[config.mk]
export PLATFORM = sky130hd
export DESIGN_NAME = crop_blank
export DESIGN_NICKNAME = d
export VERILOG_FILES = /design/src/key_cmd_pkg.sv /design/src/video_timing_pkg.sv /design/src/crop_if.sv /design/src/raster_if.sv /design/src/crop_blank.sv /design/src/mode_snapshot.sv /design/src/blank_gen.sv /design/src/crop_keys.sv /design/src/raster_measure.sv
export VERILOG_INCLUDE_DIRS = /design/src
export SDC_FILE = /design/constraint.sdc
export NUM_CORES = 1
export LEC_CHECK = 0
export BUFFER_PORTS_ARGS = -buffer_cell sky130_fd_sc_hd__buf_2
export CELL_PAD_IN_SITES_DETAIL_PLACEMENT = 1
export CELL_PAD_IN_SITES_GLOBAL_PLACEMENT = 2
export CORE_UTILIZATION = 36
export CTS_CLUSTER_SIZE = 30
export DETAILED_ROUTE_END_ITERATION = 7
export PLACE_DENSITY_LB_ADDON = 0.1
export SLEW_MARGIN = 15
export SYNTH_ARGS = -nofsm -noshare
export SYNTH_HDL_FRONTEND = slang
export SYNTH_SLANG_ARGS = --single-unit
[constraint.sdc]
create_clock -name clk_28 -period 3.6 [get_ports clk_28]
set_clock_uncertainty 0.05 [all_clocks]
set_input_delay 0.18 -clock clk_28 [delete_from_list [all_inputs] [get_ports clk_28]]
set_output_delay 0.18 -clock clk_28 [all_outputs]
set_load 0.01 [all_outputs]
[src/crop_blank_config.svh]
////////////////////
// build parameters for the crop and blank path
// counter width, crop steps per key
// forced blank margins, adjust key type
////////////////////

`ifndef CROP_BLANK_CONFIG_SVH
`define CROP_BLANK_CONFIG_SVH

////////////////////
// counters
`define CB_CNT_W 12          // width of all counters and offsets

////////////////////
// crop steps
`define CB_H_STEP 4          // pixels per left/right key
`define CB_V_STEP 1          // lines per up/down key

////////////////////
// forced blank margins
`define CB_H_FORCE_LO 8      // pixels after hsync rise
`define CB_H_FORCE_HI 8      // pixels before hsync fall
`define CB_V_FORCE_LO 1      // lines after vsync
`define CB_V_FORCE_HI 3      // lines before vsync fall

////////////////////
// keyboard
`define CB_KEY_ADJ 2'd3      // key type of adjust keys

`endif
[src/key_cmd_pkg.sv]
////////////////////
// keyboard types for the key path
// key code enumeration, key data type
////////////////////

`default_nettype none

package key_cmd_pkg;

	////////////////////
	// key codes
	typedef enum logic [7:0] {
		key_reset    = 8'h41,   // backspace, offsets to zero
		key_up       = 8'h4c,
		key_down     = 8'h4d,
		key_right    = 8'h4e,
		key_left     = 8'h4f,
		key_alt_l    = 8'h64,   // alt press
		key_alt_r    = 8'h65,
		key_alt_l_up = 8'he4,   // alt release
		key_alt_r_up = 8'he5
	} key_code_t;

	////////////////////
	// data type that comes with each code
	typedef logic [1:0] key_type_t;   // kbd, mouse, adjust...

endpackage

`default_nettype wire

[src/video_timing_pkg.sv]
////////////////////
// raster types for the video modules
// counts, positions, sizes and crop offsets
////////////////////

`default_nettype none

`include "crop_blank_config.svh"

package video_timing_pkg;

	////////////////////
	// raster quantities

	// one type for pixel and line counts, edge positions,
	// picture sizes and crop offsets, so that the blanking
	// compares and sums all wrap at the same width
	typedef logic [`CB_CNT_W-1:0] cnt_t;   // wraps on overflow

	// offsets below zero are legal, down/right keys
	// past zero simply wrap and move the edge outwards

endpackage

`default_nettype wire

[src/crop_if.sv]
////////////////////
// crop offset bus
// left, right, top and bottom offsets
////////////////////

`timescale 1ns/1ps
`default_nettype none

interface crop_if;
	import video_timing_pkg::*;

	cnt_t hbl_l;   // left crop, pixels
	cnt_t hbl_r;   // right crop, pixels
	cnt_t vbl_t;   // top crop, lines
	cnt_t vbl_b;   // bottom crop, lines

	// key decoder side
	modport src (
		output hbl_l, hbl_r,
		output vbl_t, vbl_b
	);

	// blanking and snapshot side
	modport dst (
		input hbl_l, hbl_r,
		input vbl_t, vbl_b
	);

endinterface

`default_nettype wire

[src/raster_if.sv]
////////////////////
// measured raster bus
// counters, blank and sync edge positions, sizes
////////////////////

`timescale 1ns/1ps
`default_nettype none

interface raster_if;
	import video_timing_pkg::*;

	cnt_t hcnt;          // pixel in line
	cnt_t vcnt;          // line in frame
	cnt_t hend;          // hcnt at hblank fall
	cnt_t hsta;          // hcnt at hblank rise
	cnt_t hmax;          // hcnt at hsync fall
	cnt_t vend;          // vcnt at vblank fall
	cnt_t vsta;          // vcnt at vblank rise
	cnt_t vmax;          // vcnt at vsync fall
	cnt_t hsize;         // active pixels
	cnt_t vsize;         // active lines
	logic frame_start;   // pulse, active picture begins

	// measurement side
	modport src (
		output hcnt, vcnt,
		output hend, hsta, hmax,
		output vend, vsta, vmax,
		output hsize, vsize,
		output frame_start
	);

	// blanking and snapshot side
	modport dst (
		input hcnt, vcnt,
		input hend, hsta, hmax,
		input vend, vsta, vmax,
		input hsize, vsize,
		input frame_start
	);

endinterface

`default_nettype wire

[src/crop_blank.sv]
////////////////////
// crop and display-enable top
// raster measure, key decoder, blanking, snapshot
////////////////////

`timescale 1ns/1ps
`default_nettype none

module crop_blank (
	input  logic        clk_28,         // pixel clock
	input  logic        arst_n,
	input  logic        hsync_n,
	input  logic        vsync_n,
	input  logic        hblank,
	input  logic        vblank,
	input  logic        key_strobe,
	input  logic [1:0]  key_type,
	input  logic [7:0]  key_code,
	output logic        de,
	output logic [11:0] snap_hbl_l,
	output logic [11:0] snap_hbl_r,
	output logic [11:0] snap_vbl_t,
	output logic [11:0] snap_vbl_b,
	output logic [11:0] snap_hsize,
	output logic [11:0] snap_vsize,
	output logic [6:0]  size_changes
);

	raster_if raster_bus ();   // measurements
	crop_if   crop_bus ();     // offsets

	raster_measure i_raster_measure (
		.clk_28  (clk_28),
		.arst_n  (arst_n),
		.hsync_n (hsync_n),
		.vsync_n (vsync_n),
		.hblank  (hblank),
		.vblank  (vblank),
		.rst     (raster_bus.src)
	);

	crop_keys i_crop_keys (
		.clk_28     (clk_28),
		.arst_n     (arst_n),
		.key_strobe (key_strobe),
		.key_type   (key_type),
		.key_code   (key_cmd_pkg::key_code_t'(key_code)),   // raw byte to code
		.crop       (crop_bus.src)
	);

	blank_gen i_blank_gen (
		.clk_28  (clk_28),
		.arst_n  (arst_n),
		.rst     (raster_bus.dst),
		.crop    (crop_bus.dst),
		.hsync_n (hsync_n),
		.vsync_n (vsync_n),
		.de      (de)
	);

	mode_snapshot i_mode_snapshot (
		.clk_28       (clk_28),
		.arst_n       (arst_n),
		.rst          (raster_bus.dst),
		.crop         (crop_bus.dst),
		.snap_hbl_l   (snap_hbl_l),
		.snap_hbl_r   (snap_hbl_r),
		.snap_vbl_t   (snap_vbl_t),
		.snap_vbl_b   (snap_vbl_b),
		.snap_hsize   (snap_hsize),
		.snap_vsize   (snap_vsize),
		.size_changes (size_changes)
	);

endmodule

`default_nettype wire

[src/mode_snapshot.sv]
////////////////////
// per-frame snapshot
// crop offsets and picture size at frame start
// count of frames with a new size
////////////////////

`timescale 1ns/1ps
`default_nettype none

module mode_snapshot (
	input  logic                  clk_28,
	input  logic                  arst_n,
	raster_if.dst                 rst,
	crop_if.dst                   crop,
	output video_timing_pkg::cnt_t snap_hbl_l,
	output video_timing_pkg::cnt_t snap_hbl_r,
	output video_timing_pkg::cnt_t snap_vbl_t,
	output video_timing_pkg::cnt_t snap_vbl_b,
	output video_timing_pkg::cnt_t snap_hsize,
	output video_timing_pkg::cnt_t snap_vsize,
	output logic [6:0]            size_changes   // wraps at 128
);

	logic size_new;   // measured size differs from held

	assign size_new = (rst.hsize != snap_hsize) || (rst.vsize != snap_vsize);

	always_ff @(posedge clk_28 or negedge arst_n) begin
		if (!arst_n) begin
			snap_hbl_l   <= '0;
			snap_hbl_r   <= '0;
			snap_vbl_t   <= '0;
			snap_vbl_b   <= '0;
			snap_hsize   <= '0;
			snap_vsize   <= '0;
			size_changes <= '0;
		end else if (rst.frame_start) begin
			snap_hbl_l <= crop.hbl_l;   // offsets in use this frame
			snap_hbl_r <= crop.hbl_r;
			snap_vbl_t <= crop.vbl_t;
			snap_vbl_b <= crop.vbl_b;
			snap_hsize <= rst.hsize;    // from previous frame
			snap_vsize <= rst.vsize;
			if (size_new)
				size_changes <= size_changes + 7'd1;
		end
	end

endmodule

`default_nettype wire

[src/blank_gen.sv]
////////////////////
// blank and display-enable generator
// soft (crop) and forced blank, h and v
// registered h enable, de
////////////////////

`timescale 1ns/1ps
`default_nettype none

`include "crop_blank_config.svh"

module blank_gen (
	input  logic  clk_28,
	input  logic  arst_n,
	raster_if.dst rst,       // measured raster
	crop_if.dst   crop,      // crop offsets
	input  logic  hsync_n,
	input  logic  vsync_n,
	output logic  de         // display enable
);
	import video_timing_pkg::*;

	logic shbl, fhbl;          // soft / forced h blank
	logic svbl, fvbl;          // soft / forced v blank
	logic hbl, hbl_d, hbl_fall;
	logic hde;                 // ~hbl, one cycle late
	logic vs_d;
	cnt_t h_soft_clr, h_soft_set, h_force_set;
	cnt_t v_soft_clr, v_soft_set, v_force_set;

	assign h_soft_clr  = rst.hend + crop.hbl_l - cnt_t'(2);
	assign h_soft_set  = rst.hsta + crop.hbl_r - cnt_t'(2);
	assign h_force_set = rst.hmax - cnt_t'(`CB_H_FORCE_HI);
	assign v_soft_clr  = rst.vend + crop.vbl_t - cnt_t'(1);
	assign v_soft_set  = rst.vsta + crop.vbl_b - cnt_t'(1);
	assign v_force_set = rst.vmax - cnt_t'(`CB_V_FORCE_HI);

	assign hbl      = shbl | fhbl | ~hsync_n;
	assign hbl_fall = hbl_d & ~hbl;         // vertical flags step here
	assign de       = hde & ~(svbl | fvbl);

	////////////////////
	// horizontal, later match wins
	always_ff @(posedge clk_28 or negedge arst_n) begin
		if (!arst_n) begin
			shbl <= 1'b1;
			fhbl <= 1'b1;
			hde  <= 1'b0;
		end else begin
			if (rst.hcnt == h_soft_clr)                  shbl <= 1'b0;
			if (rst.hcnt == h_soft_set)                  shbl <= 1'b1;
			if (rst.hcnt == cnt_t'(`CB_H_FORCE_LO)) fhbl <= 1'b0;
			if (rst.hcnt == h_force_set)                 fhbl <= 1'b1;
			hde <= ~hbl;
		end
	end

	////////////////////
	// vertical, once per line
	always_ff @(posedge clk_28 or negedge arst_n) begin
		if (!arst_n) begin
			hbl_d <= 1'b1;
			vs_d  <= 1'b1;
			svbl  <= 1'b1;
			fvbl  <= 1'b1;
		end else begin
			hbl_d <= hbl;
			vs_d  <= vsync_n;
			if (hbl_fall) begin
				if (rst.vcnt == v_soft_clr)                  svbl <= 1'b0;
				if (rst.vcnt == v_soft_set)                  svbl <= 1'b1;
				if (rst.vcnt == cnt_t'(`CB_V_FORCE_LO)) fvbl <= 1'b0;
				if (rst.vcnt == v_force_set)                 fvbl <= 1'b1;
			end
			// vsync fall closes the picture even when vmax is stale
			if (vs_d && !vsync_n) fvbl <= 1'b1;
		end
	end

	// relies on hmax from raster_measure putting fhbl ahead of hsync
	a_de_hsync: assert property (@(posedge clk_28) disable iff (!arst_n)
		!hsync_n |-> !de)
		else $error("de high during hsync");

endmodule

`default_nettype wire

[src/crop_keys.sv]
////////////////////
// adjust key decoder
// strobe edge detect, alt tracking, crop offsets
////////////////////

`timescale 1ns/1ps
`default_nettype none

`include "crop_blank_config.svh"

module crop_keys (
	input  logic                  clk_28,
	input  logic                  arst_n,
	input  logic                  key_strobe,   // rising edge marks a new key
	input  key_cmd_pkg::key_type_t key_type,
	input  key_cmd_pkg::key_code_t key_code,
	crop_if.src                   crop          // offsets out
);
	import key_cmd_pkg::*;
	import video_timing_pkg::*;

	logic      adj_q;     // registered adjust strobe
	logic      adj_d;     // for edge detect
	logic      key_hit;   // one new adjust key
	logic      alt;       // alt held
	key_code_t code_q;

	assign key_hit = adj_q & ~adj_d;

	////////////////////
	// input register
	always_ff @(posedge clk_28 or negedge arst_n) begin
		if (!arst_n) begin
			adj_q  <= 1'b0;
			adj_d  <= 1'b0;
			code_q <= key_code_t'(8'h00);
		end else begin
			adj_q  <= key_strobe && (key_type == key_type_t'(`CB_KEY_ADJ));
			adj_d  <= adj_q;
			code_q <= key_code;   // lines up with adj_q
		end
	end

	////////////////////
	// offsets
	always_ff @(posedge clk_28 or negedge arst_n) begin
		if (!arst_n) begin
			alt        <= 1'b0;
			crop.hbl_l <= '0;
			crop.hbl_r <= '0;
			crop.vbl_t <= '0;
			crop.vbl_b <= '0;
		end else if (key_hit) begin
			case (code_q)
				key_reset: begin
					crop.hbl_l <= '0;
					crop.hbl_r <= '0;
					crop.vbl_t <= '0;
					crop.vbl_b <= '0;
				end
				key_up: begin
					if (alt) crop.vbl_b <= crop.vbl_b + cnt_t'(`CB_V_STEP);
					else     crop.vbl_t <= crop.vbl_t + cnt_t'(`CB_V_STEP);
				end
				key_down: begin
					if (alt) crop.vbl_b <= crop.vbl_b - cnt_t'(`CB_V_STEP);
					else     crop.vbl_t <= crop.vbl_t - cnt_t'(`CB_V_STEP);
				end
				key_left: begin
					if (alt) crop.hbl_r <= crop.hbl_r + cnt_t'(`CB_H_STEP);
					else     crop.hbl_l <= crop.hbl_l + cnt_t'(`CB_H_STEP);
				end
				key_right: begin
					if (alt) crop.hbl_r <= crop.hbl_r - cnt_t'(`CB_H_STEP);
					else     crop.hbl_l <= crop.hbl_l - cnt_t'(`CB_H_STEP);
				end
				key_alt_l, key_alt_r:       alt <= 1'b1;
				key_alt_l_up, key_alt_r_up: alt <= 1'b0;
				default: ;   // other keys ignored
			endcase
		end
	end

	// arrow keys move one edge only
	a_one_offset: assert property (@(posedge clk_28) disable iff (!arst_n)
		(key_hit && code_q != key_reset) |=>
		$onehot0({$changed(crop.hbl_l), $changed(crop.hbl_r),
		          $changed(crop.vbl_t), $changed(crop.vbl_b)}))
		else $error("more than one crop offset changed on one key");

endmodule

`default_nettype wire

[src/raster_measure.sv]
////////////////////
// raster measurement
// pixel and line counters, blank/sync edge positions
// picture size and frame start pulse
////////////////////

`timescale 1ns/1ps
`default_nettype none

module raster_measure (
	input  logic  clk_28,    // pixel clock
	input  logic  arst_n,
	input  logic  hsync_n,
	input  logic  vsync_n,
	input  logic  hblank,
	input  logic  vblank,
	raster_if.src rst        // measurements out
);
	import video_timing_pkg::*;

	logic hs_d, vs_d, hbl_d, vbl_d;   // previous input levels
	logic vbl_int;                    // vblank incl. vsync
	logic hs_fall, vs_fall;
	logic hbl_fall, hbl_rise;
	logic vbl_fall, vbl_rise;
	cnt_t vsta_p1;                    // first active line

	assign vbl_int  = vblank | ~vsync_n;
	assign hs_fall  = hs_d & ~hsync_n;
	assign vs_fall  = vs_d & ~vsync_n;
	assign hbl_fall = hbl_d & ~hblank;
	assign hbl_rise = ~hbl_d & hblank;
	assign vbl_fall = vbl_d & ~vbl_int;
	assign vbl_rise = ~vbl_d & vbl_int;
	assign vsta_p1  = rst.vsta + cnt_t'(1);

	assign rst.frame_start = vbl_fall;   // picture begins

	////////////////////
	// edge detect
	always_ff @(posedge clk_28 or negedge arst_n) begin
		if (!arst_n) begin
			hs_d  <= 1'b1;
			vs_d  <= 1'b1;
			hbl_d <= 1'b1;
			vbl_d <= 1'b1;
		end else begin
			hs_d  <= hsync_n;
			vs_d  <= vsync_n;
			hbl_d <= hblank;
			vbl_d <= vbl_int;
		end
	end

	////////////////////
	// counters and positions
	always_ff @(posedge clk_28 or negedge arst_n) begin
		if (!arst_n) begin
			rst.hcnt  <= '0;
			rst.vcnt  <= '0;
			rst.hend  <= '0;
			rst.hsta  <= '0;
			rst.hmax  <= '0;
			rst.vend  <= '0;
			rst.vsta  <= '0;
			rst.vmax  <= '0;
			rst.hsize <= '0;
			rst.vsize <= '0;
		end else begin
			rst.hcnt <= hsync_n ? rst.hcnt + cnt_t'(1) : '0;   // held in hsync
			if (!vsync_n)
				rst.vcnt <= '0;                            // held in vsync
			else if (hs_fall)
				rst.vcnt <= rst.vcnt + cnt_t'(1);

			if (hbl_fall) rst.hend <= rst.hcnt;
			if (hbl_rise) rst.hsta <= rst.hcnt;
			if (hs_fall)  rst.hmax <= rst.hcnt;              // line length
			if (vbl_fall) rst.vend <= rst.vcnt;
			if (vbl_rise) rst.vsta <= rst.vcnt;
			if (vs_fall)  rst.vmax <= rst.vcnt;              // frame height

			// width from the first line after vblank start
			if (hbl_rise && rst.vcnt == vsta_p1)
				rst.hsize <= rst.hcnt - rst.hend;
			if (vbl_rise)
				rst.vsize <= rst.vcnt - rst.vend;            // active lines
		end
	end

	// a line longer than the counter would wrap hcnt
	a_hcnt_range: assert property (@(posedge clk_28) disable iff (!arst_n)
		(rst.hcnt == '1) |-> !hsync_n)
		else $error("hcnt at top of range with hsync_n high");

endmodule

`default_nettype wire

Word level (Yosys, flattened, before mapping). Cells that the tools add are included.

Bits in registers: 268. Latch bits: 0. Memory bits (writable): 0. Memory bits (read-only): 0. Input port bits: 17. Output and inout port bits: 80. Word-level logic and storage cells: 160. Memories kept: 0.

Add/sub/neg operators: 24. $mul: 0. Divide/modulo/power cells: 0. Magnitude comparators: 0. Equal/unequal tests: 30. Shifts and indexed selects: 0. Multiplexer cells: 26. Bitwise logic cells: 22. Reduce and logical (&&, ||, !) cells: 23.

Operator list (count): $pmux 12 s3 (4); $mux 12 (11); $eq 12x12->1 (7); $add 12x1->12 const B (5); $eq 8x7->1 const B (7); $add 12x12->12 (4); $sub 12x1->12 const B (4); $sub 12x2->12 const B (3); $add 12x3->12 const B (2); $ne 12x12->1 (2); $sub 12x12->12 (2); $sub 12x3->12 const B (2); $eq 8x8->1 const B (2); $reduce_and 4->1 (4); $eq 12x1->1 const B (1); $eq 12x4->1 const B (1); $sub 12x4->12 const B (1); $mux 1 (10); $ne 2x1->1 const B (5); $reduce_bool 2->1 (5); $and 1x1->1 (9); $not 1->1 (9); $reduce_bool 3->1 (3); $ne 2x2->1 const B (4); other kinds (9) (18).

Depth between registers and ports, before layout.
Depth in word-level cells: 6. Gate-level depth with buffers: 14.

By module. From an unflattened synthesis, not the netlist that was laid out.

Cell total of the unflattened synthesis: 1917. Area total of the unflattened synthesis: 17808.3 um^2.

By module, submodules not included: raster_measure (instances 1, cells an instance 639, area an instance 6331.1 um^2); blank_gen (instances 1, cells an instance 624, area an instance 4409.2 um^2); crop_keys (instances 1, cells an instance 417, area an instance 3689.8 um^2); mode_snapshot (instances 1, cells an instance 237, area an instance 3378.2 um^2).

Worst setup path before layout. OpenSTA, ideal clock, no wires.

Path type: register -> register. Start point: register i_crop_keys.code_q[5]. End point: register i_crop_keys.crop.vbl_b[10]. Library setup time: 0.121 ns. Arrival: 3.353 ns. Data required time: 3.429 ns. Setup slack: 0.076 ns. Stages on the path, launching flop included: 14. Buffers on the path: 0. Path through: dfrtp_1 -> nor4b_1 -> and2_1 -> nor2b_1 -> nand2_1 -> inv_1 -> ha_1 -> a21o_1 -> a21oi_1 -> o21ai_1 -> o41ai_1 -> o21ai_0 -> xor2_1 -> a22o_1.

Cells in the longest elaborated chain, start to end: 3.

Ends and longest elaborated chain: from (decl) (RTL line crop_keys.sv:26) `key_code_t code_q;`; from (signal assigned) (RTL line crop_keys.sv:36) `code_q <= key_code_t'(8'h00);`; from (signal assigned) (RTL line crop_keys.sv:40) `code_q <= key_code;`; $eq 8x7->1 (RTL line crop_keys.sv:54) `case (code_q)`; $ne 2x1->1 (no source line) or $reduce_bool 3->1 (tied branches); $reduce_and 4->1 (no source line); to (signal assigned) (RTL line crop_keys.sv:62) `` if (alt) crop.vbl_b <= crop.vbl_b + cnt_t'(`CB_V_STEP); ``; to (signal assigned) (RTL line crop_keys.sv:66) `` if (alt) crop.vbl_b <= crop.vbl_b - cnt_t'(`CB_V_STEP); ``; to (decl) (RTL line crop_if.sv:20) `output vbl_t, vbl_b`.

Several ways; a longest one is shown, not always the timed one. A chain may end at the register's enable or synchronous reset.

Final worst setup path. Ends and elaborated chain as after synthesis.

==> results.cfg <==
[layout]
fin_cells = 2564
multi_input_area_mm2 = 0.009547
area_growth_pct = 16.23
regArea_mm2 = 0.006518
n_fill_cell = 5370
final_cell_area_mm2 = 0.01980
fin_util_pct = 42.43
finalNetCount = 2102
drive_gt1_share_pct = 15.13

[routing]
drc_errors = 4
ant_nets = 0
dr_total_vias = 13130
topRoutingLayerUsed = met4
wl_per_cell_um = 18.21
met1_length_um = 20360
via_per_inst = 5.121
routed-wl-met2_um = 24070
wl_met3_um = 1077
wirelength_um = 46690
drtIter0Drc = 387
dr.pass1.iters = 6

[synth]
synth_warnings = 0
synth_cell_type_count = 73
synth_edf_count = 0
synthesis.instances = 1810
yosysSeqAreaShare_pct = 38.27
netlist_area_mm2 = 0.01703
synthArstFlopShare_pct = 100.0
ys.flop_type = dfrtp_1
synth_seq_cells = 260
synth.avg_cell_area_um2 = 9.410

[clock_network]
h-tree-depth = 2
insertion_delay_ns = 0.55
clock-sinks = 260
numCtsBuffers = 35
cts-root-buf = clkbuf_16
cts_tree = yes
clk_pin_slew_ns = 0.06
cts_buffer_depth = 3

[place]
post-dp-hpwl_um = 34780
dp_cells = 2483
gp_congestion = 0.7865
dpl-instance-area_mm2 = 0.01832
portBuffers = 92

[power_and_ir_drop]
irDropWorstVdd_uv = 277.9
power_density_mw_per_mm2 = 447.8
p_leak_uw = 0.009532

[timing]
period_share_pct = 92.08
rsz0062_at_grt = false
tightest_slew_ns = 1.001
finalHoldViolCount = 0
slew_headroom_pct = 32.79
holdWs_ns = 0.2031
setup_tns_ns = 0
min_period_ns = 3.315
setup_viol = 0
drv_slew = 0
max_freq_ghz = 0.3017

[die]
rows = 79
ioPinCount = 97
core_mm2 = 0.04665
dieArea_mm2 = 0.04818
initial_utilization_pct = 36.51
dieHeight_um = 219.5
die_x_um = 219.5

[global_route]
grt_max_degree = 91
gr-usage-all-layers_pct = 19.99
overflow = 0
grt_pass1_vias = 13890
antenna_found_initial = 0
grt_pass1_wl_um = 75150

[setup_path]
cp_cell_sequence = nor4b_4 > and2_4 > nor2b_1 > nand2_1 > inv_1 > ha_1 > a21o_1 > a21oi_1 > o21ai_1 > o41ai_2 > o21ai_0 > xor2_1 > a22o_1
worst_setup_path_start_kind = flip-flop
cp.buffers_inverters = 1
arrival_ns = 3.69
cpPeakStageDelay_ns = 0.40
slowest_stage = dfrtp_1
cp_top_family = compound AO/OA/AOI/OAI gates
cp.required_ns = 3.97
worstSetupEndpointType = flip-flop
path_class = reg -> reg
path_max_fanout = 4

[worst_hold_path]
hold_class = in -> async

[outcome]
status = finished, violations left
violations = design-rule violations

[job]
maxCapViolations = 0
[cells by family after synthesis]
group,count (synthesis),synth area share (%)
buffers and inverters,268,6.053
AND/OR/NAND/NOR,490,14.21
XOR/XNOR,218,11.21
multiplexers,84,5.694
AO/OA/AOI/OAI,333,12.64
adder cells (fa/ha/maj),156,11.90
other,1,0.02202
flip-flops,260,38.27
[power breakdown]
part	internal [µW]	switching, µW	leakage, µW
Combinational	758	780	0.00541
Clock	2420	1410	0.000630
Sequential	3200	292	0.00349
[routing by layer]
metal,track usage [%],vias up
met1,23.98,6515
met3,2.636,71
li1,-,6424
met2,36.59,120
met5,0,-
met4,6.412,0
[layout by cell type (no fill, tap or decap), types with 19 or more instances in the layout]
cell type    n
inv_1      200
and3_1      19
nor2_1      63
buf_4       35
a21oi_1     48
clkbuf_16   36
a22o_1      21
buf_2       91
xor2_1      69
and2_1      25
nand2_1    186
ha_1       146
nand3_1     40
dfrtp_1    251
mux2_2      69
a21o_1      19
xnor2_1    149
nor3_1      39
o21ai_0    108
[synth_stat cells, drive strengths merged, types with 13 or more instances]
library cell  count  area share, %
nor3             41            1.3
and2             26           0.96
o21ai           124            3.6
a21o             19           0.84
a21oi            48            1.4
nand2b           13           0.48
a22o             21            1.1
xnor2           149            7.7
clkbuf           53            1.2
nor2             63            1.4
o31ai            16           0.71
and3             19           0.70
ha              146             11
buf              15           0.48
mux2             79            5.4
nor4             19           0.79
or3              17           0.62
nand2           187            4.1
xor2             69            3.5
nor2b            14           0.51
nand3            40            1.2
inv             200            4.4
dfrtp           251             37
nand4            18           0.70
o211ai           13           0.57
[path summary, 6_finish.rpt]
kind                                                       from                                        end  slack [ns]  depth (start not counted)
worst max-delay path            i_crop_keys.code_q[5]$_DFF_PN0_     i_crop_keys.crop.vbl_b[10]$_DFFE_PN0P_        0.29                         13
worst min-delay path                                     arst_n  i_mode_snapshot.snap_vbl_b[6]$_DFFE_PN0P_        0.20                          2
worst max register to register  i_crop_keys.code_q[5]$_DFF_PN0_     i_crop_keys.crop.vbl_b[10]$_DFFE_PN0P_        0.29                         13
worst min register to register      i_crop_keys.adj_q$_DFF_PN0_                i_crop_keys.adj_d$_DFF_PN0_        0.35                          0
max in group asynchronous                                arst_n           i_raster_measure.vbl_d$_DFF_PN1_        2.23                          3
min in group clk_28                                 key_code[7]            i_crop_keys.code_q[7]$_DFF_PN0_        0.24                          2
[final cells by class]
type	instances	area share, %
multi-input combinational	1287	48.23
sequential	260	32.92
clock buffer	52	5.411
timing repair buffer	145	4.766
tap	607	3.837
inverter	200	3.792
clock inverter	12	1.030
antenna	1	0.01264
[stage by stage]
stage	total power, µW	setup slack [ns]
after CTS	9028	0.07529
after floorplan	4534	0.07610
after global placement	5049	0.1483
final	8864	0.2851
after global routing	9294	0.07303
after detailed placement	5102	-0.003620
[timing repair]
action                                  CTS  global route
resized for setup                         1             5
pin swaps                                 0             1
hold endpoints to repair                110             0
endpoints found under the setup margin    1             8
setup buffers                             0             1
hold buffers                             15             0
Note: power is estimated with default switching activity, not from simulation.
